### src/hdl/spi_pkg.sv
`default_nettype none

package spi_pkg;

  // Frame format
  localparam int cmd_width  = 12;
  localparam int read_width = 8;
  localparam int addr_width = 3;

  // SCLK timing in clk cycles
  localparam int sclk_half = 4;

  // Host command buffering
  localparam int queue_depth = 4;

  // Derived counter widths
  localparam int sclk_cnt_width = (sclk_half > 1) ? $clog2(sclk_half) : 1;
  localparam int edge_cnt_width = $clog2(cmd_width + 1);
  localparam int q_ptr_width    = (queue_depth > 1) ? $clog2(queue_depth) : 1;
  localparam int q_cnt_width    = $clog2(queue_depth + 1);

  // Command bit 11
  typedef enum logic {
    op_read  = 1'b0,
    op_write = 1'b1
  } spi_op_t;

  typedef enum logic [2:0] {
    st_idle,
    st_setup,
    st_shift,
    st_hold,
    st_gap
  } master_state_t;

endpackage

`default_nettype wire
### src/hdl/spi_host_top.sv
`timescale 1ns/1ps
`default_nettype none

module spi_host_top (
  input  logic                           clk,
  input  logic                           r_,
  input  logic [spi_pkg::cmd_width-1:0]  cmd_in,
  input  logic                           cmd_vld,
  input  logic                           miso,
  output logic                           cmd_rdy,
  output logic                           sclk,
  output logic                           cs,
  output logic                           mosi,
  output logic                           read_vld,
  output logic [spi_pkg::read_width-1:0] read_data
);
  import spi_pkg::*;

  // Queue to master
  logic [cmd_width-1:0] q_cmd;
  logic                 q_valid;
  logic                 q_pop;

  spi_cmd_queue u_cmd_queue (
    .clk     (clk),
    .r_      (r_),
    .cmd_in  (cmd_in),
    .cmd_vld (cmd_vld),
    .q_pop   (q_pop),
    .cmd_rdy (cmd_rdy),
    .q_cmd   (q_cmd),
    .q_valid (q_valid)
  );

  spi_master u_master (
    .clk       (clk),
    .r_        (r_),
    .q_cmd     (q_cmd),
    .q_valid   (q_valid),
    .miso      (miso),
    .q_pop     (q_pop),
    .cs        (cs),
    .mosi      (mosi),
    .sclk      (sclk),
    .read_vld  (read_vld),
    .read_data (read_data)
  );

endmodule

`default_nettype wire

### src/hdl/spi_master.sv
`timescale 1ns/1ps
`default_nettype none

module spi_master (
  input  logic                           clk,
  input  logic                           r_,
  input  logic [spi_pkg::cmd_width-1:0]  q_cmd,
  input  logic                           q_valid,
  input  logic                           miso,
  output logic                           q_pop,
  output logic                           cs,
  output logic                           mosi,
  output logic                           sclk,
  output logic                           read_vld,
  output logic [spi_pkg::read_width-1:0] read_data
);
  import spi_pkg::*;

  master_state_t             state;
  master_state_t             state_nxt;
  spi_op_t                   cur_op;
  spi_op_t                   new_op;
  logic [cmd_width-1:0]      tx_shift;
  logic [read_width-1:0]     rx_shift;
  logic [edge_cnt_width-1:0] edge_cnt;
  logic [sclk_cnt_width-1:0] half_cnt;
  logic                      half_done;
  logic                      last_fall;
  logic                      sclk_en;
  logic                      sclk_rise;
  logic                      sclk_fall;

  spi_sclk_gen u_sclk_gen (
    .clk       (clk),
    .r_        (r_),
    .sclk_en   (sclk_en),
    .sclk      (sclk),
    .sclk_rise (sclk_rise),
    .sclk_fall (sclk_fall)
  );

  assign new_op    = spi_op_t'(q_cmd[cmd_width-1]);
  assign half_done = (half_cnt == sclk_cnt_width'(sclk_half - 1));
  assign last_fall = sclk_fall && (edge_cnt == edge_cnt_width'(cmd_width));
  assign q_pop     = (state == st_idle) && q_valid;
  assign sclk_en   = (state == st_shift);
  assign mosi      = tx_shift[cmd_width-1];
  assign read_data = rx_shift;

  always_comb
  begin
    state_nxt = state;
    case (state)
      st_idle:
        if (q_valid)
          state_nxt = st_setup;
      st_setup:
        if (half_done)
          state_nxt = st_shift;
      st_shift:
        if (last_fall)
          state_nxt = st_hold;
      st_hold:
        if (half_done)
          state_nxt = st_gap;
      st_gap:
        if (half_done)
          state_nxt = st_idle;
      default:
        state_nxt = st_idle;
    endcase
  end

  always_ff @(posedge clk or negedge r_)
  begin
    if (!r_)
    begin
      state    <= st_idle;
      half_cnt <= '0;
    end
    else
    begin
      state <= state_nxt;
      // Shared by setup, hold and gap
      if (state_nxt != state)
        half_cnt <= '0;
      else if (state == st_setup || state == st_hold || state == st_gap)
        half_cnt <= half_cnt + 1'b1;
    end
  end

  always_ff @(posedge clk or negedge r_)
  begin
    if (!r_)
    begin
      cs       <= 1'b1;
      cur_op   <= op_read;
      tx_shift <= '0;
      edge_cnt <= '0;
      read_vld <= 1'b0;
    end
    else
    begin
      read_vld <= 1'b0;
      if (q_pop)
      begin
        cs       <= 1'b0;
        cur_op   <= new_op;
        edge_cnt <= '0;
        // Reads send opcode and address, data field zeroed
        if (new_op == op_read)
          tx_shift <= {q_cmd[cmd_width-1 -: 1 + addr_width], read_width'(0)};
        else
          tx_shift <= q_cmd;
      end
      else if (state == st_shift)
      begin
        if (sclk_rise)
          edge_cnt <= edge_cnt + 1'b1;
        // Zeros fill in, so mosi idles low after the frame
        if (sclk_fall)
          tx_shift <= {tx_shift[cmd_width-2:0], 1'b0};
      end
      else if (state == st_hold && half_done)
      begin
        cs       <= 1'b1;
        read_vld <= (cur_op == op_read);
      end
    end
  end

  // Last read_width samples of a read frame
  always_ff @(posedge clk)
  begin
    if (state == st_shift && sclk_rise && cur_op == op_read &&
        edge_cnt >= edge_cnt_width'(cmd_width - read_width))
      rx_shift <= {rx_shift[read_width-2:0], miso};
  end

  a_sclk_low_when_deselected: assert property (
    @(posedge clk) disable iff (!r_) cs |-> !sclk
  ) else $error("spi_master: sclk high while cs is high");

  // A full read frame of cmd_width rising edges must precede the strobe
  a_read_vld_after_read: assert property (
    @(posedge clk) disable iff (!r_)
      read_vld |-> (edge_cnt == edge_cnt_width'(cmd_width)) && !$past(sclk) &&
                   (cur_op == op_read)
  ) else $error("spi_master: read_vld outside a read frame end");

endmodule

`default_nettype wire

### src/hdl/spi_sclk_gen.sv
`timescale 1ns/1ps
`default_nettype none

module spi_sclk_gen (
  input  logic clk,
  input  logic r_,
  input  logic sclk_en,
  output logic sclk,
  output logic sclk_rise,
  output logic sclk_fall
);
  import spi_pkg::*;

  logic [sclk_cnt_width-1:0] half_cnt;
  logic                      toggle;

  // End of a half period
  assign toggle = sclk_en && (half_cnt == sclk_cnt_width'(sclk_half - 1));

  always_ff @(posedge clk or negedge r_)
  begin
    if (!r_)
    begin
      half_cnt  <= '0;
      sclk      <= 1'b0;
      sclk_rise <= 1'b0;
      sclk_fall <= 1'b0;
    end
    else
    begin
      // Strobes line up with the new sclk level
      sclk_rise <= toggle && !sclk;
      sclk_fall <= toggle && sclk;
      if (!sclk_en)
      begin
        // Known phase for the next frame
        half_cnt <= '0;
        sclk     <= 1'b0;
      end
      else if (toggle)
      begin
        half_cnt <= '0;
        sclk     <= !sclk;
      end
      else
      begin
        half_cnt <= half_cnt + 1'b1;
      end
    end
  end

endmodule

`default_nettype wire

### src/hdl/spi_cmd_queue.sv
`timescale 1ns/1ps
`default_nettype none

module spi_cmd_queue (
  input  logic                          clk,
  input  logic                          r_,
  input  logic [spi_pkg::cmd_width-1:0] cmd_in,
  input  logic                          cmd_vld,
  input  logic                          q_pop,
  output logic                          cmd_rdy,
  output logic [spi_pkg::cmd_width-1:0] q_cmd,
  output logic                          q_valid
);
  import spi_pkg::*;

  logic [cmd_width-1:0]   mem [queue_depth];
  logic [q_ptr_width-1:0] wr_ptr;
  logic [q_ptr_width-1:0] rd_ptr;
  logic [q_cnt_width-1:0] count;
  logic                   push;

  function automatic logic [q_ptr_width-1:0] next_ptr(input logic [q_ptr_width-1:0] ptr);
    if (ptr == q_ptr_width'(queue_depth - 1))
      return '0;
    return ptr + 1'b1;
  endfunction

  assign push    = cmd_vld && cmd_rdy;
  assign cmd_rdy = (count != q_cnt_width'(queue_depth));
  assign q_valid = (count != '0);
  // Oldest entry always on the output
  assign q_cmd   = mem[rd_ptr];

  always_ff @(posedge clk)
  begin
    if (push)
      mem[wr_ptr] <= cmd_in;
  end

  always_ff @(posedge clk or negedge r_)
  begin
    if (!r_)
    begin
      wr_ptr <= '0;
      rd_ptr <= '0;
      count  <= '0;
    end
    else
    begin
      if (push)
        wr_ptr <= next_ptr(wr_ptr);
      if (q_pop)
        rd_ptr <= next_ptr(rd_ptr);
      case ({push, q_pop})
        2'b10:   count <= count + 1'b1;
        2'b01:   count <= count - 1'b1;
        default: count <= count;
      endcase
    end
  end

  // Master must only pop what is there
  a_no_pop_when_empty: assert property (
    @(posedge clk) disable iff (!r_) q_pop |-> (count != '0)
  ) else $error("spi_cmd_queue: pop while empty");

  a_count_in_range: assert property (
    @(posedge clk) disable iff (!r_) count <= q_cnt_width'(queue_depth)
  ) else $error("spi_cmd_queue: count above depth");

endmodule

`default_nettype wire

### config.mk
export PLATFORM = sky130hd
export DESIGN_NAME = spi_host_top
export DESIGN_NICKNAME = d
export VERILOG_FILES = /design/src/hdl/spi_pkg.sv /design/src/hdl/spi_host_top.sv /design/src/hdl/spi_master.sv /design/src/hdl/spi_sclk_gen.sv /design/src/hdl/spi_cmd_queue.sv
export SDC_FILE = /design/constraint.sdc
export NUM_CORES = 1
export LEC_CHECK = 0
export ABC_CLOCK_PERIOD_IN_PS = 4800
export BUFFER_PORTS_ARGS = -buffer_cell sky130_fd_sc_hd__buf_2
export CAP_MARGIN = 10
export CORE_MARGIN = 10
export CORE_UTILIZATION = 54
export CTS_BUF_LIST = sky130_fd_sc_hd__clkbuf_16
export DETAILED_ROUTE_END_ITERATION = 8
export GPL_TIMING_DRIVEN = 1
export PLACE_DENSITY = 0.73
export SLEW_MARGIN = 0
export SYNTH_ARGS = -nofsm -noshare
export SYNTH_HDL_FRONTEND = slang
export SYNTH_SLANG_ARGS = --single-unit
### constraint.sdc
create_clock -name clk -period 4.8 [get_ports clk]
set_input_delay 0.72 -clock clk [delete_from_list [all_inputs] [get_ports clk]]
set_output_delay 0.72 -clock clk [all_outputs]
set_load 0.03 [all_outputs]
==> out/metrics.cfg, run 1 <==
[global_route]
gr-max-usage-layer = met2
grt_max_degree = 37
grt_pass1_vias = 2080
grtUsageMet3_pct = 3.97
grt_overflow = 0
met2_usage_pct = 18.6
grt_antenna_before_repair = 0
grt_usage_pct = 11.6
use_met1_pct = 14.1
grt_pass1_wl_um = 10200

[cts]
cts_max_level = 3
clock_latency_ps = 330
clk_pin_slew_ps = 60
cts_buffers = 9
postCtsSetupRepairBufs = 0
clock-root-buffer = clkbuf_16
cts_resized = 0
clkSinkCount = 92
clock_path_buffers = 2
tritoncts = done
cts-hold-fix-buffers = 0

[drt]
totalWireLength_um = 5790
drt-initial-drc-count = 58
via_per_inst = 5.27
drtPass1Iterations = 4
ant_nets = 0
vias = 1951
avgRoutedWirePerCell_um = 15.6
drc = 0

[synth]
syn_nets = 266
synth.top_cells.by_count = edfxtp_1 (56), dfrtp_1 (35), nor2_1 (15)
async_reset_ff_share_pct = 39.1
synth_top_area_cell = edfxtp_1
syn-cell-area_um2 = 3800
yosysMostFrequentCell = edfxtp_1
yosys_warnings = 0
synth_ff_type = edfxtp_1
synth_seq_area_share_pct = 68.1
synthCells = 239
avgSynthCellArea_um2 = 15.9
synth_edf_count = 56
synth_seq_cells = 92
synth.area.top_cells = edfxtp_1 (44%), dfrtp_1 (23%), mux4_2 (7.1%)
yosys.area.top_type_share_pct = 44.3
ys_types = 37

[pwr]
internal-power_mw = 1.67
power.share.clock_pct = 26.2
p_leak_nw = 1.64
sw_frac_of_total_pct = 31.1
vdd_ir_drop_max_mv = 0.314
p_sw_mw = 0.753
power_frac_seq_pct = 49.3
power_density_nw_per_um2 = 567
power_frac_comb_pct = 24.6

[place]
gp_congestion = 0.706
post-place-ws_ps = 2580
dpl.hpwl_um = 3970
portBuffers = 28

[final_layout]
fin_nets = 296
diodes = 0
area_delta_synth_final_pct = 12.5
drive_gt1_share_pct = 23.0

[floorplanning]
dieArea_um2 = 10800
core_um2 = 6830
io_pins = 29
start_util_pct = 55.6
die_x_um = 104
die_y_um = 104
num_rows = 30

[worst_setup_path]
crit_type = reg -> reg
worstPathArrival_ps = 2170
cp-start-kind = flip-flop
required_ps = 4750
cp-end-kind = flip-flop
critPathMaxFanout = 9

[job]
maxCapViolCount = 0

[sta]
fin_crit_ps = 2220
clock_skew_ps = 8.34
worst_pin_slew_ps = 1010
slew_headroom_pct = 32.4
finalCritPeriodShare_pct = 46.2
rsz0062_at_grt = false
setup_viol_count_final = 0
max_freq_mhz = 451
setup_tns_ps = 0
drv_slew = 0
worst_slack_ps = 2580
hold_viol = 0
hold_ws_ps = 443

[hold_path]
hold_path.class = reg -> reg

[status]
status = finished clean

critical path, stage by stage, from the launching register on:
cell	delay (ps)
dfrtp_1	540
nor3b_4	340
nand2_2	130
nor3_1	820
path summary, 6_finish.rpt:
kind                                                 startpoint                         endpoint  slack [ps]  cells past startpoint
min in group asynchronous                                    r_             u_master.tx_shift[9]         470                      1
worst min register to register  u_master.u_sclk_gen.half_cnt[0]  u_master.u_sclk_gen.half_cnt[0]         440                      1
worst max-delay path                          u_master.state[2]            u_master.read_data[2]        2580                      3
max in group asynchronous                                    r_             u_cmd_queue.count[2]        3820                      1
worst max register to register                u_master.state[2]            u_master.read_data[2]        2580                      3
worst min-delay path            u_master.u_sclk_gen.half_cnt[0]  u_master.u_sclk_gen.half_cnt[0]         440                      1
power by group through the flow:
stage	Clock, mW	Combinational [mW]	Sequential, mW
2_1_floorplan	0	0.550	1.12
3_3_place_gp	0	0.594	1.20
3_5_place_dp	0	0.606	1.21
4_1_cts	0.657	0.610	1.20
5_1_grt	0.691	0.674	1.23
6_report	0.634	0.595	1.19
state kept, by name (all words and copies together) (netlist names), 3 cells and up:
signal	count
u_master.state	3
u_master.tx_shift	12
u_master.edge_cnt	4
u_cmd_queue.mem	48
u_cmd_queue.count	3
u_master.read_data	8
area by class of cell:
| type | count | area [µm²] |
|---|---|---|
| timing repair buffer | 29 | 148 |
| multi-input combinational | 127 | 1100 |
| fill | 536 | 2560 |
| clock buffer | 9 | 225 |
| tap | 96 | 120 |
| clock inverter | 7 | 53.8 |
| inverter | 10 | 37.5 |
| sequential | 92 | 2580 |
cells by family after synthesis:
family,after synthesis,synth area share (%)
DFF,92,68.1
and+or+nand+nor,58,8.67
muxes,28,11.5
AOI/OAI and AO/OA,22,3.23
buffers and inverters,20,2.90
adders and majority gates,11,3.82
xor gates and xnor gates,8,1.85
stage by stage:
step	instance area (µm²)	power [mW]	cells	utilization [%]
after floorplan	3800	1.68	239	-
after global placement	3990	1.80	354	58.4
after detailed placement	3990	1.82	354	58.4
after CTS	4270	2.47	370	62.5
after global routing	4270	2.59	370	62.5
final	4270	2.42	370	62.5
cells in the final DEF, fill, tap and decap left out, types with 5 or more instances in the layout:
cell,instances
nand3_1,13
buf_2,28
o21ai_1,13
dfrtp_1,35
inv_1,11
ha_1,10
xor2_1,5
edfxtp_1,56
clkbuf_16,9
mux4_2,12
mux2i_1,12
nor2_1,15
nand2_1,11
routing by layer:
layer  up-vias  part of all wire [%]
met5         -                     0
met1       962                    45
met3        12                   5.2
met4         0                   1.5
met2        34                    48
li1        943                     -
(Power assumes the default switching activity.)
==> run 2, diff against run 1 <==
--- a/config.mk
+++ b/config.mk
@@ -5,7 +5,8 @@
 export SDC_FILE = /design/constraint.sdc
 export NUM_CORES = 1
 export LEC_CHECK = 0
-export ABC_CLOCK_PERIOD_IN_PS = 4800
+export ABC_AREA = 1
+export ABC_CLOCK_PERIOD_IN_PS = 2070
 export BUFFER_PORTS_ARGS = -buffer_cell sky130_fd_sc_hd__buf_2
 export CAP_MARGIN = 10
 export CORE_MARGIN = 10
==> constraint.sdc (replaced) <==
create_clock -name clk -period 2.07 [get_ports clk]
set_input_delay 0.3105 -clock clk [delete_from_list [all_inputs] [get_ports clk]]
set_output_delay 0.3105 -clock clk [all_outputs]
set_load 0.03 [all_outputs]
==> out/metrics.cfg, run 2 <==
[sta]
finalCritPeriodShare_pct = 93.3
clock_skew_ps = 7.01
worst_pin_slew_ps = 812
slew_headroom_pct = 45.9
hold_viol = 0
setup_viol_count_final = 0
drv_slew = 0
max_freq_mhz = 518
hold_ws_ps = 68.8
fin_crit_ps = 1930
setup_tns_ps = 0
rsz0062_at_grt = false

[worst_setup_path]
required_ps = 2280
cp-end-kind = flip-flop
r2r_end = u_cmd_queue.count[2]
crit_type = reg -> reg
r2r_slack_ps = 140
cp-start-kind = flip-flop
critPathMaxFanout = 3
worstPathArrival_ps = 2140
cp-startpoint = u_master.state[0]
timing.rr.start = u_master.state[0]
ff2ff_path_depth = 9

[synth]
avgSynthCellArea_um2 = 10.4
yosys.area.top_type_share_pct = 41.3
yosysMostFrequentCell = nand2_1
synth.area.top_cells = edfxtp_1 (41%), dfrtp_1 (22%), nand2_1 (8.8%)
synth_seq_area_share_pct = 63.4
synth_seq_cells = 92
synth_ff_type = edfxtp_1
synth_top_area_cell = edfxtp_1
syn-cell-area_um2 = 4070
synthCells = 390
synth_edf_count = 56
yosys_warnings = 0
syn_nets = 417
synth.top_cells.by_count = nand2_1 (96), inv_1 (64), edfxtp_1 (56)
async_reset_ff_share_pct = 39.1
ys_types = 34

[final_layout]
layout_common_cells = nand2_1 (95), inv_1 (62), edfxtp_1 (56)
diodes = 0
area_delta_synth_final_pct = 15.2
fin_nets = 459
regMostFlops = u_cmd_queue.mem
post-route-util_pct = 64.3
largest_register_ffs = 48
fill_cells = 596
drive_gt1_share_pct = 18.3
final_area_um2 = 4690
final_common_cell = nand2_1

[cts]
tritoncts = done
cts_buffers = 9
clock_path_buffers = 2
postCtsSetupRepairBufs = 0
cts_resized = 0
cts_max_level = 3
cts-hold-fix-buffers = 0
clock_latency_ps = 340
clock-root-buffer = clkbuf_16
clkSinkCount = 92
clk_pin_slew_ps = 70

[drt]
drt-initial-drc-count = 161
via_per_inst = 5.05
totalWireLength_um = 7650
ant_nets = 0
drtPass1Iterations = 4
vias = 2706
drc = 0
avgRoutedWirePerCell_um = 14.3

[place]
dpl.hpwl_um = 5150
dpl_cell_area_um2 = 4360
portBuffers = 28
gp_congestion = 0.762

[pwr]
internal-power_mw = 3.43
p_sw_mw = 1.13
power.share.clock_pct = 37.6
p_leak_nw = 2.17
power_frac_seq_pct = 49.9
power_density_nw_per_um2 = 971
sw_frac_of_total_pct = 24.7
vdd_ir_drop_max_mv = 0.531
power_frac_comb_pct = 12.5

[floorplanning]
io_pins = 29
die_y_um = 107
start_util_pct = 55.9
die_x_um = 107
num_rows = 31
core_um2 = 7290
dieArea_um2 = 11400

[global_route]
grt_overflow = 0
grt_pass1_wl_um = 13000
grt_pass1_vias = 2816
grt_antenna_before_repair = 0
grt_max_degree = 37
grt_usage_pct = 14.2

[hold_path]
hold_path.class = in -> async

[job]
maxCapViolCount = 0

[status]
status = finished clean

[run 2: worst max path at each step]
stage	end	depth (start not counted)	slack [ps]
global route	u_cmd_queue.count[2]	9	7
finish	u_cmd_queue.count[2]	9	140
floorplan	u_cmd_queue.count[2]	10	20
global placement	u_cmd_queue.count[2]	9	180
CTS	u_cmd_queue.count[2]	9	60
detailed placement	u_cmd_queue.count[2]	9	90
[run 2: metrics by stage]
step	cells	setup slack (ps)	total power, mW
after CTS	536	56.3	4.58
after global routing	536	7.43	4.76
after global placement	520	183	2.83
final	536	139	4.56
after floorplan	390	21.8	2.66
after detailed placement	520	89.3	2.87
[run 2: cell type report]
cell class                 count  area, µm²  area share [%]
tap                           99        124            2.64
inverter                      66        248            5.28
timing repair buffer          40        230            4.91
multi-input combinational    223       1180            25.3
sequential                    92       2590            55.1
clock buffer                   9        225            4.80
clock inverter                 7       93.8            2.00
[run 2: power by group through the flow]
stage / logic (mW) / registers, mW / clock network, mW
CTS: 0.569 / 2.27 / 1.74
floorplan: 0.367 / 2.29 / 0
global route: 0.654 / 2.30 / 1.81
finish: 0.568 / 2.27 / 1.71
detailed placement: 0.562 / 2.31 / 0
global placement: 0.536 / 2.30 / 0
[run 2: layer usage]
layer  track usage [%]  wire length (µm)  vias up
li1                  -                 -     1348
met1              17.2              3310     1286
met2              23.5              3750       61
met3              4.43               480       11
met4              5.13               104        0
met5                 0                 0        -
[run 2: cell families (layout without fill, tap and decap cells)]
kind of cell / Yosys count / count (layout) / synth area share, %
AOI/OAI and AO/OA: 42 / 42 / 5.75
xor gates and xnor gates: 4 / 4 / 0.860
adders and majority gates: 11 / 11 / 3.56
buffers and inverters: 75 / 122 / 7.90
DFF: 92 / 92 / 63.4
and+or+nand+nor: 166 / 166 / 18.5
[run 2: critical path, stage by stage (launching register included)]
cell and delay [ps]:
dfrtp_1 410, nor2_4 150, nand2_2 100, nor2_8 110, ha_1 160, inv_1 70
fa_1 380, a21oi_1 160, o21ai_1 100, xor2_1 150
